[src/source/dbus_pkg.sv]
`default_nettype none

package dbus_pkg;

    // Address bits 31:30 select the target. Codes 2 and 3 both go to the external bus.
    localparam logic [1:0] REGION_RAM = 2'd0;
    localparam logic [1:0] REGION_REGS = 2'd1;

    // On-chip data RAM of 8 KB.
    localparam int RAM_WORDS = 2048;
    localparam int RAM_ADDR_W = $clog2(RAM_WORDS);

    // Register word offsets, from byte address bits 3:2.
    localparam logic [1:0] REG_PROTECT = 2'd0;
    localparam logic [1:0] REG_SCRATCH = 2'd1;
    localparam logic [1:0] REG_BLOCKED = 2'd2;
    localparam logic [1:0] REG_ID = 2'd3;

    localparam logic [31:0] DBUS_ID = 32'h5e7a_0001;

endpackage

`default_nettype wire

[src/source/wb_if.sv]
`timescale 1ns/10ps
`default_nettype none

interface wb_if;

    logic [31:0] adr;
    logic [31:0] dat_w;
    logic [31:0] dat_r;
    logic [3:0] sel;
    logic we;
    logic cyc;
    logic stb;
    logic ack;

    modport master (
        output adr,
        output dat_w,
        output sel,
        output we,
        output cyc,
        output stb,
        input dat_r,
        input ack
    );

    modport slave (
        input adr,
        input dat_w,
        input sel,
        input we,
        input cyc,
        input stb,
        output dat_r,
        output ack
    );

endinterface

`default_nettype wire

[src/source/ctrl_regs.sv]
`timescale 1ns/10ps
`default_nettype none

module ctrl_regs (
    input wire ck,
    input wire i_reset,
    wb_if.slave bus,
    input wire logic i_blocked_write,
    output logic [dbus_pkg::RAM_ADDR_W:0] o_protect_limit
);

    logic [dbus_pkg::RAM_ADDR_W:0] protect_q;
    logic [31:0] scratch_q;
    logic [31:0] blocked_q;
    logic [31:0] rdata_q;
    logic [31:0] reg_rdata;
    logic [31:0] protect_merged;
    logic [1:0] reg_idx;
    logic ack_q;
    logic req;
    logic wr;

    function automatic logic [31:0] lane_merge(
        input logic [31:0] old_w,
        input logic [31:0] new_w,
        input logic [3:0] sel
    );
        logic [31:0] res;
        res = old_w;
        for (int i = 0; i < 4; i++) begin
            if (sel[i]) begin
                res[8*i +: 8] = new_w[8*i +: 8];
            end
        end
        return res;
    endfunction

    assign reg_idx = bus.adr[1:0];
    assign req = bus.cyc & bus.stb & ~ack_q;
    assign wr = req & bus.we;

    // Only the low bits are kept, so the upper lanes fall away.
    assign protect_merged = lane_merge(32'(protect_q), bus.dat_w, bus.sel);

    always_ff @(posedge ck) begin
        if (i_reset) begin
            ack_q <= 1'b0;
            protect_q <= '0;
            scratch_q <= '0;
            blocked_q <= '0;
        end else begin
            ack_q <= req;
            if (wr && reg_idx == dbus_pkg::REG_PROTECT) begin
                protect_q <= protect_merged[dbus_pkg::RAM_ADDR_W:0];
            end
            if (wr && reg_idx == dbus_pkg::REG_SCRATCH) begin
                scratch_q <= lane_merge(scratch_q, bus.dat_w, bus.sel);
            end
            if (wr && reg_idx == dbus_pkg::REG_BLOCKED) begin
                blocked_q <= '0; // A clear beats a pulse in the same cycle.
            end else if (i_blocked_write) begin
                blocked_q <= blocked_q + 32'd1;
            end
        end
    end

    always_comb begin
        case (reg_idx)
            dbus_pkg::REG_PROTECT: reg_rdata = 32'(protect_q);
            dbus_pkg::REG_SCRATCH: reg_rdata = scratch_q;
            dbus_pkg::REG_BLOCKED: reg_rdata = blocked_q;
            dbus_pkg::REG_ID:      reg_rdata = dbus_pkg::DBUS_ID;
            default:               reg_rdata = '0;
        endcase
    end

    always_ff @(posedge ck) begin
        if (req) begin
            rdata_q <= reg_rdata;
        end
    end

    assign bus.ack = ack_q;
    assign bus.dat_r = rdata_q;
    assign o_protect_limit = protect_q;

    // An acknowledge always answers a cycle the master opened.
    a_ack_after_cyc: assert property (
        @(posedge ck) disable iff (i_reset)
        bus.ack |-> $past(bus.cyc)
    );

endmodule

`default_nettype wire

[src/flat_wrapper.sv]
// flat-port wrapper written by rule: the top's interface ports become plain ports
module ctrl_regs_flat 
  (ck, i_reset, i_blocked_write, o_protect_limit, bus_adr, bus_dat_w, bus_sel, bus_we, bus_cyc, bus_stb, bus_dat_r, bus_ack);
  wb_if bus_i ();
  input wire ck;
  input wire i_reset;
  input wire logic i_blocked_write;
  output logic [dbus_pkg::RAM_ADDR_W:0] o_protect_limit;
  input wire logic [$bits(bus_i.adr)-1:0] bus_adr;
  input wire logic [$bits(bus_i.dat_w)-1:0] bus_dat_w;
  input wire logic [$bits(bus_i.sel)-1:0] bus_sel;
  input wire logic [$bits(bus_i.we)-1:0] bus_we;
  input wire logic [$bits(bus_i.cyc)-1:0] bus_cyc;
  input wire logic [$bits(bus_i.stb)-1:0] bus_stb;
  output wire logic [$bits(bus_i.dat_r)-1:0] bus_dat_r;
  output wire logic [$bits(bus_i.ack)-1:0] bus_ack;
  assign bus_i.adr = bus_adr;
  assign bus_i.dat_w = bus_dat_w;
  assign bus_i.sel = bus_sel;
  assign bus_i.we = bus_we;
  assign bus_i.cyc = bus_cyc;
  assign bus_i.stb = bus_stb;
  assign bus_dat_r = bus_i.dat_r;
  assign bus_ack = bus_i.ack;
  ctrl_regs u_core (.ck(ck), .i_reset(i_reset), .bus(bus_i), .i_blocked_write(i_blocked_write), .o_protect_limit(o_protect_limit));
endmodule
[config.mk]
export PLATFORM = sky130hd
export DESIGN_NAME = ctrl_regs_flat
export DESIGN_NICKNAME = d
export VERILOG_FILES = /design/src/source/dbus_pkg.sv /design/src/source/wb_if.sv /design/src/source/ctrl_regs.sv /design/src/flat_wrapper.sv
export SDC_FILE = /design/constraint.sdc
export NUM_CORES = 1
export LEC_CHECK = 0
export BUFFER_PORTS_ARGS = -buffer_cell sky130_fd_sc_hd__clkbuf_2
export CAP_MARGIN = 20
export CELL_PAD_IN_SITES_DETAIL_PLACEMENT = 0
export CELL_PAD_IN_SITES_GLOBAL_PLACEMENT = 2
export CORE_ASPECT_RATIO = 0.9
export CORE_MARGIN = 2
export CORE_UTILIZATION = 35
export CTS_CLUSTER_DIAMETER = 150
export CTS_CLUSTER_SIZE = 40
export DETAILED_ROUTE_END_ITERATION = 8
export PLACE_DENSITY = 0.92
export SYNTH_ARGS = -nofsm -noshare
export SYNTH_HDL_FRONTEND = slang
export SYNTH_SLANG_ARGS = --single-unit
[constraint.sdc]
create_clock -name ck -period 5.7 [get_ports ck]
set_input_delay 1.14 -clock ck [delete_from_list [all_inputs] [get_ports ck]]
set_output_delay 1.14 -clock ck [all_outputs]
set_load 0.01 [all_outputs]
==> impl_results.md <==
* Outcome: complete, no violations
* Required @ worst endpoint at roughly 5900 ps
* Antenna violations before repair at 0
* Routed Antenna Nets at 0
* IO Port Bufs at slightly below 90
* CTS tree: done
* Synth warnings at 0
* Final core utilization at 42.7%
* Die Width at between 100 and 150 um
* Wire per inst at approximately 16 um
* Slew headroom at approximately 47%
* Post-synth EDFFs at 32
* CP max FO at 25
* Vias per cell at 5.05
* First-pass GRT wire length at roughly 18 mm
* RSZ-0062 raised after global routing: false
* Total grt overflow at 0
* Hold Vio Cnt, Final at 0
* Fmax at roughly 340 MHz
* Worst EP arrival at approximately 3200 ps
* Post-CTS sizing at 0
* Layout cells sized above 1 at just under 20%
* Asr flop ratio synth at 0%
* Clock transition at path regs at ~60 ps
* Power density cells at 267 nW/um2
* Ys flop type: dfxtp_1
* # IOs at 119
* DP HPWL at 7.92 mm
* Fin Setup TNS at 0 ps
* Via count at 3,539
* Lkg Pwr at approximately 0.0025 uW
* Antenna diodes at 0
* Post-synth cell types at 36
* Max Buffers Root-to-Sink at 2
* Reg-to-reg setup timing slack at roughly 3500 ps
* CTS sink cnt at around 110
* Clk_lat worst skew at roughly 340 ps
* DIE AREA at about 14,000 um2
* Final setup vio count at 0
* H-tree depth at 3
* Post-Place Worst Slack at ~2000 ps
* Postcts setup bufs at 0
* Std-Cell Rows at 39
* Fin worst setup slack at about 2700 ps
* Nets@finish at around 610
* Max Cap Viol at 0
* Drt pass-1 iters at 4
* Syn Area/Cell at 10.2 um2
* Cts bufs inserted at 9
* Crit Path Category: input pin to flip-flop
* WL final at around 11 mm
* Placer congestion estimate at ~0.8
* HP Class: flip-flop to flip-flop
* Pwr Total at about 1500 uW
* Core Area at between 10,000 and 15,000 um2
* Final min period at roughly 3000 ps
* Buffer type at the clock tree root: clkbuf_16
* Global-route total usage across every layer at around 16%
* Final period utilization at around 52%
* DRC errors left at 0
* Post-synthesis cell count at 450
* Syn Nets at 525
* Post-Syn Area at about 4600 um2
* Die Ht at approximately 110 um
* Number of synthesized register bits at 109
* Max IR drop VDD at 0.152 mV
* Pins Over Slew Limit at 0
* Sequential cell area fraction in the yosys report at a little over half
* Worst Skew at roughly 5.7 ps
* Drt initial violations at approximately 210
* Synthesis-to-layout area growth at 18.6%
* Hold buffers post-CTS at 0
* Largest net degree at the start of global routing at 48
* Crit path capture type: flip-flop
* Worst Setup Start Kind: input pin
* Least-Margin Pin Slew at a little under 800 ps
* Initial Util at 36.0%
* Number of global-route vias before repair at approximately 3,500
[layout by cell type (no fill, tap or decap)]
master and instances:
nand3_1 18, mux2i_1 64, or3_1 6, a22o_1 10
a21o_1 1, and4b_1 1, buf_4 6, a21oi_1 22
xnor2_1 4, nand2b_1 8, o31ai_1 3, a211oi_1 1
ha_1 1, dfxtp_1 77, clkinv_1 4, nor2_1 76
edfxtp_1 32, o211ai_1 3, nor4_1 1, nand3b_1 1
clkbuf_16 9, clkbuf_1 3, and4_1 5, o21ai_0 17
nor4_2 1, nor3_1 3, xor2_1 6, nand4_1 11
nand4_2 1, nor2b_1 3, inv_1 2, and3_1 6
or4_1 8, nor2_2 1, o41ai_1 1, clkbuf_2 88
and2_1 1, nand2_1 32
[registers in the layout, summed over array words and instances (netlist names)]
name	cells
u_core.blocked_q	32
u_core.bus.dat_r	32
u_core.scratch_q	32
u_core.o_protect_limit	12
u_core.bus.ack	1
[cell type report]
class	count	area (um2)
Clock inverter	4	15.0
Sequential cell	109	2500
Clock buffer	12	236
Inverter	2	7.51
Fill cell	1266	7300
Timing Repair Buffer	94	485
Multi-Input combinational cell	316	1980
Tap cell	164	205
[cells by family (layout without fill, tap and decap cells)]
group / Yosys count / after routing / share of synthesized area (%)
and+or+nand+nor: 183 / 183 / 19.3
buffers and inverters: 25 / 112 / 2.16
muxes: 64 / 64 / 14.0
adders and majority gates: 1 / 1 / 0.273
xor gates and xnor gates: 10 / 10 / 1.91
DFF: 109 / 109 / 54.6
AOI/OAI and AO/OA: 58 / 58 / 7.68
[per-layer routing]
metal	GRT usage (%)	vias up	routed length, um
met5	0	-	0
met4	4.27	0	42
met3	5.05	2	594
met2	26.8	80	5370
met1	20.3	1685	5090
li1	-	1772	-
[per-stage QoR]
stage          cell area, um2  hold WS (ps)  cells
4_1_cts                  5430           492    700
3_3_place_gp             5170           469    684
5_1_grt                  5430           510    701
3_5_place_dp             5170           486    684
6_report                 5430           489    701
2_1_floorplan            4580           446    450
[synthesized netlist by cell type, types with 8 or more instances]
cell	n	share of area, %
edfxtp_1	32	21
nor2_1	77	6.3
nand2_1	32	2.6
a21oi_1	22	2.4
nand3_1	18	2.0
a22o_1	10	1.9
dfxtp_1	77	34
clkbuf_1	15	1.2
mux2i_1	64	14
nand2b_1	8	1.1
o21ai_0	17	1.9
nand4_1	11	1.5
or4_1	8	1.3
[power by group]
| group | switching (uW) | internal, uW |
|---|---|---|
| Combinational | 52.7 | 31.5 |
| Sequential | 6.65 | 809 |
| Clock | 259 | 291 |
[final timing paths]
| kind | start | to | cells past startpoint |
|---|---|---|---|
| worst max-delay path | bus_adr[1] | u_core.blocked_q[14] | 5 |
| worst min-delay path | u_core.blocked_q[31] | u_core.blocked_q[31] | 2 |
| worst min register to register | u_core.blocked_q[31] | u_core.blocked_q[31] | 2 |
| worst max register to register | u_core.blocked_q[12] | u_core.blocked_q[18] | 4 |
[worst max-delay path, stage by stage]
cell      delay [ps]
clkbuf_2         380
nor2b_1          670
a21o_1           720
or4_1            220
nand2_1           50
(Power assumes the default switching activity.)
