## config.mk

```make
export PLATFORM = sky130hd
export DESIGN_NAME = bus_decoder_flat
export DESIGN_NICKNAME = d
export VERILOG_FILES = /design/src/source/dbus_pkg.sv /design/src/source/wb_if.sv /design/src/source/bus_decoder.sv /design/src/flat_wrapper.sv
export SDC_FILE = /design/constraint.sdc
export NUM_CORES = 1
export LEC_CHECK = 0
export BUFFER_PORTS_ARGS = -buffer_cell sky130_fd_sc_hd__buf_2
export CELL_PAD_IN_SITES_DETAIL_PLACEMENT = 2
export CELL_PAD_IN_SITES_GLOBAL_PLACEMENT = 2
export CORE_AREA = 2 2 163 165
export DETAILED_ROUTE_END_ITERATION = 16
export DIE_AREA = 0 0 165 167
export PLACE_DENSITY_LB_ADDON = 0.3
export SLEW_MARGIN = 15
export SYNTH_ARGS = -nofsm -noshare
export SYNTH_HDL_FRONTEND = slang
export SYNTH_SLANG_ARGS = --single-unit
```

## constraint.sdc

```tcl
create_clock -name vclk -period 2.3
set_input_delay 0.69 -clock vclk [all_inputs]
set_output_delay 0.69 -clock vclk [all_outputs]
set_load 0.1 [all_outputs]
```

## src/source/dbus_pkg.sv

```systemverilog
`default_nettype none

package dbus_pkg;

    // Address bits 31:30 select the target. Codes 2 and 3 both go to the external bus.
    localparam logic [1:0] REGION_RAM = 2'd0;
    localparam logic [1:0] REGION_REGS = 2'd1;

    // On-chip data RAM of 8 KB.
    localparam int RAM_WORDS = 2048;
    localparam int RAM_ADDR_W = $clog2(RAM_WORDS);

    // Register word offsets, from byte address bits 3:2.
    localparam logic [1:0] REG_PROTECT = 2'd0;
    localparam logic [1:0] REG_SCRATCH = 2'd1;
    localparam logic [1:0] REG_BLOCKED = 2'd2;
    localparam logic [1:0] REG_ID = 2'd3;

    localparam logic [31:0] DBUS_ID = 32'h5e7a_0001;

endpackage

`default_nettype wire

```

## src/source/wb_if.sv

```systemverilog
`timescale 1ns/10ps
`default_nettype none

interface wb_if;

    logic [31:0] adr;
    logic [31:0] dat_w;
    logic [31:0] dat_r;
    logic [3:0] sel;
    logic we;
    logic cyc;
    logic stb;
    logic ack;

    modport master (
        output adr,
        output dat_w,
        output sel,
        output we,
        output cyc,
        output stb,
        input dat_r,
        input ack
    );

    modport slave (
        input adr,
        input dat_w,
        input sel,
        input we,
        input cyc,
        input stb,
        output dat_r,
        output ack
    );

endinterface

`default_nettype wire

```

## src/source/bus_decoder.sv

```systemverilog
`timescale 1ns/10ps
`default_nettype none

module bus_decoder (
    input wire ck,
    input wire i_reset,

    input wire [31:0] i_adr,
    input wire [31:0] i_dat,
    input wire [3:0] i_sel,
    input wire i_we,
    input wire i_cyc,
    input wire i_stb,
    output logic [31:0] o_rdt,
    output logic o_ack,

    wb_if.master ram_bus,
    wb_if.master reg_bus,

    output logic [31:0] o_xbus_adr,
    output logic [31:0] o_xbus_dat,
    output logic [3:0] o_xbus_sel,
    output logic o_xbus_we,
    output logic o_xbus_cyc,
    output logic o_xbus_stb,
    input wire [31:0] i_xbus_rdt,
    input wire i_xbus_ack
);

    logic [1:0] region;
    logic sel_ram;
    logic sel_regs;
    logic sel_ext;

    // The master holds the address until ack, so the region stays valid for the reply.
    assign region = i_adr[31:30];
    assign sel_ram = (region == dbus_pkg::REGION_RAM);
    assign sel_regs = (region == dbus_pkg::REGION_REGS);
    assign sel_ext = region[1];

    // Internal slaves see word addresses.
    assign ram_bus.adr = 32'(i_adr[dbus_pkg::RAM_ADDR_W+1:2]);
    assign ram_bus.dat_w = i_dat;
    assign ram_bus.sel = i_sel;
    assign ram_bus.we = i_we;
    assign ram_bus.cyc = i_cyc;
    assign ram_bus.stb = i_stb & sel_ram;

    assign reg_bus.adr = 32'(i_adr[29:2]);
    assign reg_bus.dat_w = i_dat;
    assign reg_bus.sel = i_sel;
    assign reg_bus.we = i_we;
    assign reg_bus.cyc = i_cyc;
    assign reg_bus.stb = i_stb & sel_regs;

    // The external bus gets the full byte address unchanged.
    assign o_xbus_adr = i_adr;
    assign o_xbus_dat = i_dat;
    assign o_xbus_sel = i_sel;
    assign o_xbus_we = i_we;
    assign o_xbus_cyc = i_cyc & sel_ext;
    assign o_xbus_stb = i_stb & sel_ext;

    always_comb begin
        case (region)
            dbus_pkg::REGION_RAM: begin
                o_rdt = ram_bus.dat_r;
                o_ack = ram_bus.ack;
            end
            dbus_pkg::REGION_REGS: begin
                o_rdt = reg_bus.dat_r;
                o_ack = reg_bus.ack;
            end
            default: begin
                o_rdt = i_xbus_rdt;
                o_ack = i_xbus_ack;
            end
        endcase
    end

    // Only the addressed target may answer.
    a_one_ack: assert property (
        @(posedge ck) disable iff (i_reset)
        $onehot0({ram_bus.ack, reg_bus.ack, i_xbus_ack})
    );

endmodule

`default_nettype wire

```

## src/flat_wrapper.sv

```systemverilog
// flat-port wrapper written by rule: the top's interface ports become plain ports
module bus_decoder_flat 
  (ck, i_reset, i_adr, i_dat, i_sel, i_we, i_cyc, i_stb, o_rdt, o_ack, o_xbus_adr, o_xbus_dat, o_xbus_sel, o_xbus_we, o_xbus_cyc, o_xbus_stb, i_xbus_rdt, i_xbus_ack, ram_bus_adr, ram_bus_dat_w, ram_bus_sel, ram_bus_we, ram_bus_cyc, ram_bus_stb, ram_bus_dat_r, ram_bus_ack, reg_bus_adr, reg_bus_dat_w, reg_bus_sel, reg_bus_we, reg_bus_cyc, reg_bus_stb, reg_bus_dat_r, reg_bus_ack);
  wb_if ram_bus_i ();
  wb_if reg_bus_i ();
  input wire ck;
  input wire i_reset;
  input wire [31:0] i_adr;
  input wire [31:0] i_dat;
  input wire [3:0] i_sel;
  input wire i_we;
  input wire i_cyc;
  input wire i_stb;
  output logic [31:0] o_rdt;
  output logic o_ack;
  output logic [31:0] o_xbus_adr;
  output logic [31:0] o_xbus_dat;
  output logic [3:0] o_xbus_sel;
  output logic o_xbus_we;
  output logic o_xbus_cyc;
  output logic o_xbus_stb;
  input wire [31:0] i_xbus_rdt;
  input wire i_xbus_ack;
  output wire logic [$bits(ram_bus_i.adr)-1:0] ram_bus_adr;
  output wire logic [$bits(ram_bus_i.dat_w)-1:0] ram_bus_dat_w;
  output wire logic [$bits(ram_bus_i.sel)-1:0] ram_bus_sel;
  output wire logic [$bits(ram_bus_i.we)-1:0] ram_bus_we;
  output wire logic [$bits(ram_bus_i.cyc)-1:0] ram_bus_cyc;
  output wire logic [$bits(ram_bus_i.stb)-1:0] ram_bus_stb;
  input wire logic [$bits(ram_bus_i.dat_r)-1:0] ram_bus_dat_r;
  input wire logic [$bits(ram_bus_i.ack)-1:0] ram_bus_ack;
  output wire logic [$bits(reg_bus_i.adr)-1:0] reg_bus_adr;
  output wire logic [$bits(reg_bus_i.dat_w)-1:0] reg_bus_dat_w;
  output wire logic [$bits(reg_bus_i.sel)-1:0] reg_bus_sel;
  output wire logic [$bits(reg_bus_i.we)-1:0] reg_bus_we;
  output wire logic [$bits(reg_bus_i.cyc)-1:0] reg_bus_cyc;
  output wire logic [$bits(reg_bus_i.stb)-1:0] reg_bus_stb;
  input wire logic [$bits(reg_bus_i.dat_r)-1:0] reg_bus_dat_r;
  input wire logic [$bits(reg_bus_i.ack)-1:0] reg_bus_ack;
  assign ram_bus_adr = ram_bus_i.adr;
  assign ram_bus_dat_w = ram_bus_i.dat_w;
  assign ram_bus_sel = ram_bus_i.sel;
  assign ram_bus_we = ram_bus_i.we;
  assign ram_bus_cyc = ram_bus_i.cyc;
  assign ram_bus_stb = ram_bus_i.stb;
  assign ram_bus_i.dat_r = ram_bus_dat_r;
  assign ram_bus_i.ack = ram_bus_ack;
  assign reg_bus_adr = reg_bus_i.adr;
  assign reg_bus_dat_w = reg_bus_i.dat_w;
  assign reg_bus_sel = reg_bus_i.sel;
  assign reg_bus_we = reg_bus_i.we;
  assign reg_bus_cyc = reg_bus_i.cyc;
  assign reg_bus_stb = reg_bus_i.stb;
  assign reg_bus_i.dat_r = reg_bus_dat_r;
  assign reg_bus_i.ack = reg_bus_ack;
  bus_decoder u_core (.ck(ck), .i_reset(i_reset), .i_adr(i_adr), .i_dat(i_dat), .i_sel(i_sel), .i_we(i_we), .i_cyc(i_cyc), .i_stb(i_stb), .o_rdt(o_rdt), .o_ack(o_ack), .ram_bus(ram_bus_i), .reg_bus(reg_bus_i), .o_xbus_adr(o_xbus_adr), .o_xbus_dat(o_xbus_dat), .o_xbus_sel(o_xbus_sel), .o_xbus_we(o_xbus_we), .o_xbus_cyc(o_xbus_cyc), .o_xbus_stb(o_xbus_stb), .i_xbus_rdt(i_xbus_rdt), .i_xbus_ack(i_xbus_ack));
endmodule
```

==> results of run 1 <==
[critical path: cells and delay by family]
kind,cells,cell delay (ns)
AOI/OAI and AO/OA,1,0.13
buffers and inverters,4,0.59
muxes,1,0.15
[cells in the mapped netlist]
master / instances
sky130_fd_sc_hd__o21ai_2: 1
sky130_fd_sc_hd__nand2_1: 33
sky130_fd_sc_hd__and2_1: 2
sky130_fd_sc_hd__buf_2: 4
sky130_fd_sc_hd__buf_6: 1
sky130_fd_sc_hd__clkbuf_1: 4
sky130_fd_sc_hd__buf_12: 3
sky130_fd_sc_hd__o21ai_0: 5
sky130_fd_sc_hd__conb_1: 1
sky130_fd_sc_hd__mux2i_1: 33
sky130_fd_sc_hd__and3b_1: 1
sky130_fd_sc_hd__buf_4: 209
sky130_fd_sc_hd__o21ai_1: 27
sky130_fd_sc_hd__nor3b_1: 1
[power by group through the flow]
| stage | sequential, mW | combinational, mW | clock (mW) |
|---|---|---|---|
| floorplan | 0 | 2.33 | 0 |
| global placement | 0 | 1.22 | 0 |
| detailed placement | 0 | 1.23 | 0 |
| CTS | 0 | 1.27 | 0 |
| global route | 0 | 1.32 | 0 |
| finish | 0 | 1.28 | 0 |
[per-stage QoR]
stage          setup WS [ns]    util
6_report             0.03533  0.1264
2_1_floorplan        -0.2629       -
5_1_grt           -0.0006498  0.1264
3_3_place_gp        -0.09329  0.1181
4_1_cts              0.01095  0.1232
3_5_place_dp         -0.1217  0.1181
[how the worst max path moves through the flow]
| stage | start | end | depth (start not counted) |
|---|---|---|---|
| after floorplan | i_adr[31] | o_ack | 3 |
| after global placement | i_adr[30] | o_rdt[2] | 5 |
| after detailed placement | i_adr[30] | o_rdt[3] | 5 |
| after CTS | i_adr[30] | o_rdt[13] | 6 |
| after global routing | i_adr[30] | o_rdt[3] | 5 |
| final | i_adr[30] | o_rdt[13] | 6 |
[what timing repair did]
item                                    in CTS  in global routing
gates resized for setup                     23                  7
buffers inserted                             1                  0
cloned                                       1                  2
hold buffers                                 0                  0
pin swaps                                    1                  0
endpoints found under the setup margin      25                 10
[per-layer routing]
metal | vias up | GRT usage | routed length [um]
met2 | 132 | 0.09293 | 4177
met5 | - | 0 | 0
met4 | 0 | 0.02382 | 387
met1 | 749 | 0.04204 | 2412
li1 | 745 | - | -
met3 | 49 | 0.01071 | 743
[area by class of cell]
type | count | area share
Tap cell | 335 | 0.1287
Timing Repair Buffer | 169 | 0.5023
Multi-Input combinational cell | 128 | 0.3689
[logic make-up (layout without fill, tap and decap cells)]
| family | after synthesis | count (layout) | synth area share |
|---|---|---|---|
| multiplexers | 33 | 33 | 0.1417 |
| AO/OA/AOI/OAI | 33 | 33 | 0.07246 |
| buffers and inverters | 221 | 169 | 0.7187 |
| other | 1 | 25 | 0.001609 |
| AND/OR/NAND/NOR | 37 | 37 | 0.06549 |
==> reports/metrics.json, run 1 <==
{
  "run_status": {"value": "completed"},
  "path_cells": {"value": "buf_8 -> buf_12 -> mux2i_2 -> buf_4 -> o21ai_4 -> buf_12"},
  "grt.overflow.total": {"value": 0},
  "max_freq": {"value": 441.6, "unit": "MHz"},
  "detail_route.iter0.violations": {"value": 11},
  "critPathMaxFanout": {"value": 5},
  "criticalPathCategory": {"value": "primary input to output port"},
  "insertedDiodeCount": {"value": 0},
  "placed_cells": {"value": 628},
  "final_antenna_net_count": {"value": 0},
  "critical_path.endpoint_type": {"value": "output port"},
  "power_switching": {"value": 0.8484, "unit": "mW"},
  "die_w": {"value": 165, "unit": "um"},
  "route.final.wire_length": {"value": 7721, "unit": "um"},
  "post_synth_main_area_contributors": {"value": "sky130_fd_sc_hd__buf_4 67%, sky130_fd_sc_hd__mux2i_1 14%, sky130_fd_sc_hd__o21ai_1 5.8%"},
  "power.share.combinational": {"value": 1.000},
  "syn2layout_area_growth": {"value": 39.67, "unit": "%"},
  "design.portCount": {"value": 418},
  "post-route-min-period": {"value": 2.265, "unit": "ns"},
  "power-per-cell-area": {"value": 392.8, "unit": "nW/um^2"},
  "rsz0062_at_grt": {"value": "yes"},
  "placeableCoreArea": {"value": 25760, "unit": "sq um"},
  "critical_path_required": {"value": 1.61, "unit": "ns"},
  "vias": {"value": 1675},
  "timing.max_cap.violations": {"value": 0},
  "timing.critical_path.arrival": {"value": 1.57, "unit": "ns"},
  "synth.distinct_cells": {"value": 14},
  "finalInstanceArea": {"value": 3256, "unit": "sq um"},
  "layout-drive-gt1-share": {"value": 0.7609},
  "fillerInstances": {"value": 3021},
  "postPlaceCellArea": {"value": 3043, "unit": "sq um"},
  "syn_avg_cell_area": {"value": 7.172, "unit": "sq um"},
  "gpl.final_weighted_congestion": {"value": 0.6321},
  "multi_input_comb_area": {"value": 1201, "unit": "sq um"},
  "post-route-period-util": {"value": 0.9846},
  "hpwl": {"value": 6243, "unit": "um"},
  "power.clock.fraction": {"value": 0},
  "syn_inst": {"value": 325},
  "ir_drop": {"value": 0.1662, "unit": "mV"},
  "post_layout_nonfiller_instances": {"value": 632},
  "drt-vias-per-instance": {"value": 2.650},
  "synth_largest_type_area_fraction": {"value": 0.6731},
  "static-leakage-power": {"value": 1.405, "unit": "nW"},
  "grt_antenna_before_repair": {"value": 0},
  "finalPower": {"value": 1.279, "unit": "mW"},
  "remaining_routing_drc_violations": {"value": 0},
  "fin_worst_hold_slack": {"value": 1.380, "unit": "ns"},
  "grt_max_degree": {"value": 28},
  "crit_slowest_cell": {"value": "sky130_fd_sc_hd__buf_12"},
  "finalMaxSlewViolations": {"value": 0},
  "drt-pass1-iter-count": {"value": 2},
  "final_tns_setup": {"value": 0, "unit": "ns"},
  "worst_setup_path_start_kind": {"value": "primary input"},
  "worstHoldPathType": {"value": "primary input to output port"},
  "cell_internal_pwr": {"value": 0.4306, "unit": "mW"},
  "start_util": {"value": 0.09048},
  "first_pass_grt_wire_length": {"value": 10010, "unit": "um"},
  "seq_power_share": {"value": 0},
  "synthDominantAreaCellType": {"value": "sky130_fd_sc_hd__buf_4"},
  "fp.dieArea": {"value": 27560, "unit": "sq um"},
  "hold_path_end": {"value": "o_xbus_adr[0]"},
  "setup_viol": {"value": 0},
  "switching_share": {"value": 0.6633},
  "grt_use_total": {"value": 0.04636},
  "wire_per_inst": {"value": 12.22, "unit": "um"},
  "worst_hold_path.num_cells": {"value": 0},
  "numSequentialCells": {"value": 0},
  "clock_buffers": {"value": 0},
  "vias_in_the_first_global_route": {"value": 1821},
  "post_synth_instance_area": {"value": 2331, "unit": "sq um"},
  "dieHeight": {"value": 167, "unit": "um"},
  "rows": {"value": 59},
  "finalNetCount": {"value": 471},
  "timing.final.hold_violations": {"value": 0},
  "worst_path_most_repeated_cell": {"value": "sky130_fd_sc_hd__buf_12"},
  "leading_cell_type_in_the_layout_fill_and_taps_excluded": {"value": "sky130_fd_sc_hd__buf_2"},
  "ys_warn_count": {"value": 0},
  "yosysSeqAreaShare": {"value": 0},
  "layout.cells.most_common_list": {"value": "103 x sky130_fd_sc_hd__buf_2, 44 x sky130_fd_sc_hd__buf_12, 33 x sky130_fd_sc_hd__nand2_1, 28 x sky130_fd_sc_hd__o21ai_4, 25 x sky130_fd_sc_hd__conb_1"},
  "critical_path.max_stage_delay": {"value": 0.19, "unit": "ns"},
  "final-seq-area": {"value": 0, "unit": "sq um"},
  "port_buffers": {"value": 144},
  "min-delay-start": {"value": "i_adr[0]"}
}
Power figures use the tool's default switching activity.
==> inputs of run 2 (changes only) <==
--- a/config.mk
+++ b/config.mk
@@ -11,6 +11,7 @@
 export CORE_AREA = 2 2 163 165
 export DETAILED_ROUTE_END_ITERATION = 16
 export DIE_AREA = 0 0 165 167
+export GPL_TIMING_DRIVEN = 0
 export PLACE_DENSITY_LB_ADDON = 0.3
 export SLEW_MARGIN = 15
 export SYNTH_ARGS = -nofsm -noshare
==> reports/metrics.json, run 2 (synthesis gave the netlist of run 1 again) <==
{
  "syn2layout_area_growth": {"value": 118.0, "unit": "%"},
  "timing.critical_path.arrival": {"value": 1.60, "unit": "ns"},
  "layout-drive-gt1-share": {"value": 0.8748},
  "finalInstanceArea": {"value": 5081, "unit": "sq um"},
  "gpl.final_weighted_congestion": {"value": 0.6686},
  "drt-pass1-iter-count": {"value": 4},
  "setup_viol": {"value": 0},
  "grt_antenna_before_repair": {"value": 0},
  "critical_path.endpoint_type": {"value": "output port"},
  "global_route.peak_usage_layer": {"value": "met2"},
  "grt.overflow.total": {"value": 0},
  "timing.final.hold_violations": {"value": 0},
  "finalNetCount": {"value": 845},
  "first_pass_grt_wire_length": {"value": 17060, "unit": "um"},
  "route.final.wire_length": {"value": 12280, "unit": "um"},
  "port_buffers": {"value": 322},
  "rsz0062_at_grt": {"value": "yes"},
  "rows": {"value": 59},
  "worstHoldPathType": {"value": "primary input to output port"},
  "postLayoutSetupSlackWorst": {"value": 0.009375, "unit": "ns"},
  "wire_per_inst": {"value": 12.20, "unit": "um"},
  "worstSetupStartpoint": {"value": "i_adr[31]"},
  "die_w": {"value": 165, "unit": "um"},
  "layout.cells.most_common_list": {"value": "286 x sky130_fd_sc_hd__buf_2, 216 x sky130_fd_sc_hd__buf_4, 33 x sky130_fd_sc_hd__nand2_1, 33 x sky130_fd_sc_hd__buf_6, 28 x sky130_fd_sc_hd__o21ai_4"},
  "criticalPathCategory": {"value": "primary input to output port"},
  "met3_usage": {"value": 0.01768},
  "final_antenna_net_count": {"value": 0},
  "ir_drop": {"value": 0.1675, "unit": "mV"},
  "static-leakage-power": {"value": 2.916, "unit": "nW"},
  "max_freq": {"value": 436.6, "unit": "MHz"},
  "critical_path_required": {"value": 1.61, "unit": "ns"},
  "finalMaxSlewViolations": {"value": 0},
  "dieHeight": {"value": 167, "unit": "um"},
  "design.portCount": {"value": 418},
  "final-seq-area": {"value": 0, "unit": "sq um"},
  "post-route-period-util": {"value": 0.9959},
  "path_cells": {"value": "buf_2 -> clkbuf_4 -> o21ai_4 -> buf_6"},
  "post-route-min-period": {"value": 2.291, "unit": "ns"},
  "clock_buffers": {"value": 0},
  "insertedDiodeCount": {"value": 0},
  "timing.max_cap.violations": {"value": 0},
  "worst_hold_path.num_cells": {"value": 2},
  "post-cts-setup-buffers": {"value": 0},
  "min-delay-start": {"value": "i_dat[14]"},
  "numSequentialCells": {"value": 0},
  "fp.dieArea": {"value": 27560, "unit": "sq um"},
  "remaining_routing_drc_violations": {"value": 0},
  "power-per-cell-area": {"value": 539.3, "unit": "nW/um^2"},
  "drt-vias-per-instance": {"value": 3.111},
  "detail_route.iter0.violations": {"value": 22},
  "grt_use_total": {"value": 0.07773},
  "crit_slowest_cell": {"value": "sky130_fd_sc_hd__clkbuf_4"},
  "hold_path_end": {"value": "ram_bus_dat_w[14]"},
  "hpwl": {"value": 11380, "unit": "um"},
  "grt_max_degree": {"value": 11},
  "run_status": {"value": "completed"},
  "placed_cells": {"value": 1006},
  "critical_path.max_stage_delay": {"value": 0.29, "unit": "ns"},
  "postPlaceCellArea": {"value": 4812, "unit": "sq um"},
  "vias_in_the_first_global_route": {"value": 3194},
  "post_layout_nonfiller_instances": {"value": 1006},
  "post-place-ws": {"value": -0.6125, "unit": "ns"},
  "grt_use_met1": {"value": 0.06654},
  "vias": {"value": 3130},
  "worst_setup_path_start_kind": {"value": "primary input"},
  "final_tns_setup": {"value": 0, "unit": "ns"},
  "global_routing_usage_on_met2": {"value": 0.1788},
  "critPathMaxFanout": {"value": 10},
  "start_util": {"value": 0.09048},
  "placeableCoreArea": {"value": 25760, "unit": "sq um"},
  "leading_cell_type_in_the_layout_fill_and_taps_excluded": {"value": "sky130_fd_sc_hd__buf_2"}
}
==> run 2: worst max-delay path: cells and delay by family <==
| family | cells | cell delay (ns) |
|---|---|---|
| compound gates | 1 | 0.21 |
| buf+inv | 3 | 0.69 |
==> run 2: timing repair <==
action                                  in CTS  in global routing
hold buffers                                 0                  0
hold endpoints to repair                     0                  0
cloned                                       0                  0
endpoints found under the setup margin      37                 35
gates resized for setup                     79                  6
==> run 2: cell type report <==
| cell class | instances | area, sq um |
|---|---|---|
| fill | 3131 | 20680 |
| multi-input combinational | 128 | 1126 |
| buffer | 221 | 1708 |
| tap | 335 | 419.2 |
| timing repair buffer | 322 | 1828 |
==> run 2: worst max-delay path by stage <==
stage,end,slack [ns],depth (start not counted)
floorplan,o_ack,-0.26,3
global placement,o_rdt[3],-0.61,5
detailed placement,o_rdt[3],-0.61,5
CTS,o_rdt[3],-0.02,5
global route,o_rdt[0],-0.07,5
finish,o_rdt[18],0.009,4
==> run 2: where the power goes <==
part | internal, mW | leakage (nW) | total (mW) | switching [mW]
sequential | 0 | 0 | 0 | 0
clock | 0 | 0 | 0 | 0
combinational | 0.604 | 2.92 | 2.74 | 2.14
==> run 2: stage by stage <==
step / utilization / hold slack [ns] / power (mW)
2_1_floorplan: - / 1.592 / 2.334
3_3_place_gp: 0.1868 / 1.764 / 2.657
3_5_place_dp: 0.1868 / 1.764 / 2.667
4_1_cts: 0.1963 / 1.764 / 2.753
5_1_grt: 0.1972 / 1.767 / 2.820
6_report: 0.1972 / 1.764 / 2.740
==> run 2: layer usage <==
metal / wire, um / vias to the layer above
met1: 3549 / 1427
met2: 7325 / 204
li1: - / 1497
met4: 41 / 0
met5: 0 / -
met3: 1362 / 2
==> inputs of run 3 (changes only) <==
==> constraint.sdc (replaced) <==
create_clock -name vclk -period 2.8
set_input_delay 0.84 -clock vclk [all_inputs]
set_output_delay 0.84 -clock vclk [all_outputs]
set_load 0.1 [all_outputs]
==> reports/metrics.json, run 3 (synthesis gave the netlist of run 1 again) <==
{
  "dieHeight": {"value": 167, "unit": "um"},
  "post-cts-setup-buffers": {"value": 0},
  "vias_in_the_first_global_route": {"value": 3165},
  "timing.slew.headroom": {"value": 0.6480},
  "layout.cells.most_common_list": {"value": "290 x sky130_fd_sc_hd__buf_2, 242 x sky130_fd_sc_hd__buf_4, 33 x sky130_fd_sc_hd__mux2i_1, 33 x sky130_fd_sc_hd__nand2_1, 25 x sky130_fd_sc_hd__conb_1"},
  "timing.final.hold_violations": {"value": 0},
  "grt_antenna_before_repair": {"value": 1},
  "drt-vias-per-instance": {"value": 3.090},
  "postLayoutSetupSlackWorst": {"value": 0.07196, "unit": "ns"},
  "worst-slew-pin-transition": {"value": 0.5317, "unit": "ns"},
  "finalPower": {"value": 2.176, "unit": "mW"},
  "min-delay-start": {"value": "i_dat[22]"},
  "placed_cells": {"value": 1006},
  "finalNetCount": {"value": 845},
  "drt-pass1-iter-count": {"value": 2},
  "criticalPathCategory": {"value": "primary input to output port"},
  "numSequentialCells": {"value": 0},
  "remaining_routing_drc_violations": {"value": 0},
  "post_layout_nonfiller_instances": {"value": 1007},
  "grt.overflow.total": {"value": 0},
  "grt_max_degree": {"value": 11},
  "final_tns_setup": {"value": 0, "unit": "ns"},
  "hold_path_end": {"value": "ram_bus_dat_w[22]"},
  "max_freq": {"value": 366.6, "unit": "MHz"},
  "final-seq-area": {"value": 0, "unit": "sq um"},
  "worst_setup_path_start_kind": {"value": "primary input"},
  "first_pass_grt_wire_length": {"value": 16740, "unit": "um"},
  "static-leakage-power": {"value": 2.861, "unit": "nW"},
  "critPathMaxFanout": {"value": 10},
  "finalInstanceArea": {"value": 4782, "unit": "sq um"},
  "vias": {"value": 3112},
  "cts_hold_repair.buffers": {"value": 0},
  "gpl.final_weighted_congestion": {"value": 0.6615},
  "leading_cell_type_in_the_layout_fill_and_taps_excluded": {"value": "sky130_fd_sc_hd__buf_2"},
  "detail_route.iter0.violations": {"value": 31},
  "hpwl": {"value": 11020, "unit": "um"},
  "post-place-ws": {"value": -0.4000, "unit": "ns"},
  "placeableCoreArea": {"value": 25760, "unit": "sq um"},
  "clock_buffers": {"value": 0},
  "worst_hold_path.num_cells": {"value": 2},
  "grt_use_total": {"value": 0.07548},
  "wire_per_inst": {"value": 11.85, "unit": "um"},
  "layout-drive-gt1-share": {"value": 0.8614},
  "worstHoldPathType": {"value": "primary input to output port"},
  "rsz0062_at_grt": {"value": "no"},
  "rows": {"value": 59},
  "start_util": {"value": 0.09048},
  "ir_drop": {"value": 0.1543, "unit": "mV"},
  "critical_path.endpoint_type": {"value": "output port"},
  "critical_path_required": {"value": 1.96, "unit": "ns"},
  "final_antenna_net_count": {"value": 0},
  "port_buffers": {"value": 322},
  "postPlaceCellArea": {"value": 4682, "unit": "sq um"},
  "syn2layout_area_growth": {"value": 105.2, "unit": "%"},
  "timing.critical_path.arrival": {"value": 1.89, "unit": "ns"},
  "post-route-min-period": {"value": 2.728, "unit": "ns"},
  "route.final.wire_length": {"value": 11940, "unit": "um"},
  "post-route-period-util": {"value": 0.9743},
  "die_w": {"value": 165, "unit": "um"},
  "timing.max_cap.violations": {"value": 0},
  "power-per-cell-area": {"value": 455.0, "unit": "nW/um^2"},
  "fin_worst_hold_slack": {"value": 2.064, "unit": "ns"},
  "fp.dieArea": {"value": 27560, "unit": "sq um"},
  "run_status": {"value": "completed"},
  "setup_viol": {"value": 0},
  "design.portCount": {"value": 418},
  "finalMaxSlewViolations": {"value": 0},
  "worstSetupStartpoint": {"value": "i_adr[31]"},
  "final_core_utilization": {"value": 0.1856}
}
run 3: area by class of cell:
class              count  area [sq um]
multi-input cells    128         975.9
fillers             3157         20980
repair buffers       322          1699
diodes                 1         2.502
well taps            335         419.2
plain buffers        221          1685
run 3: where the power goes:
| group | internal, mW | total [mW] | switching [mW] |
|---|---|---|---|
| clock network | 0.0000000479 | 0.0000000479 | 0 |
| registers | 0 | 0 | 0 |
| logic | 0.449 | 2.18 | 1.73 |
| total | 0.449 | 2.18 | 1.73 |
run 3: how the worst max path moves through the flow:
stage	slack, ns	endpoint	cells past startpoint
floorplan	-0.20	o_rdt[10]	3
detailed placement	-0.40	o_rdt[15]	5
finish	0.07	reg_bus_stb	4
global route	0.008	reg_bus_stb	4
global placement	-0.40	o_rdt[15]	5
CTS	0.004	o_rdt[21]	4
run 3: repair_timing:
item                                    4_1_cts  5_1_grt
pin swaps                                     0        0
endpoints found under the setup margin       33        5
resized for setup                            37        5
run 3: layer usage:
layer / wire [um] / share of wire / GRT usage
met2: 6997 / 0.59 / 0.1690
met4: 0 / 0 / 0.002268
met5: 0 / 0 / 0
met1: 3588 / 0.30 / 0.06871
met3: 1351 / 0.11 / 0.01669
run 3: critical path, cell delays in order:
cell and delay (ns):
sky130_fd_sc_hd__buf_2 0.14, sky130_fd_sc_hd__buf_4 0.23, sky130_fd_sc_hd__and3b_2 0.24, sky130_fd_sc_hd__buf_2 0.42
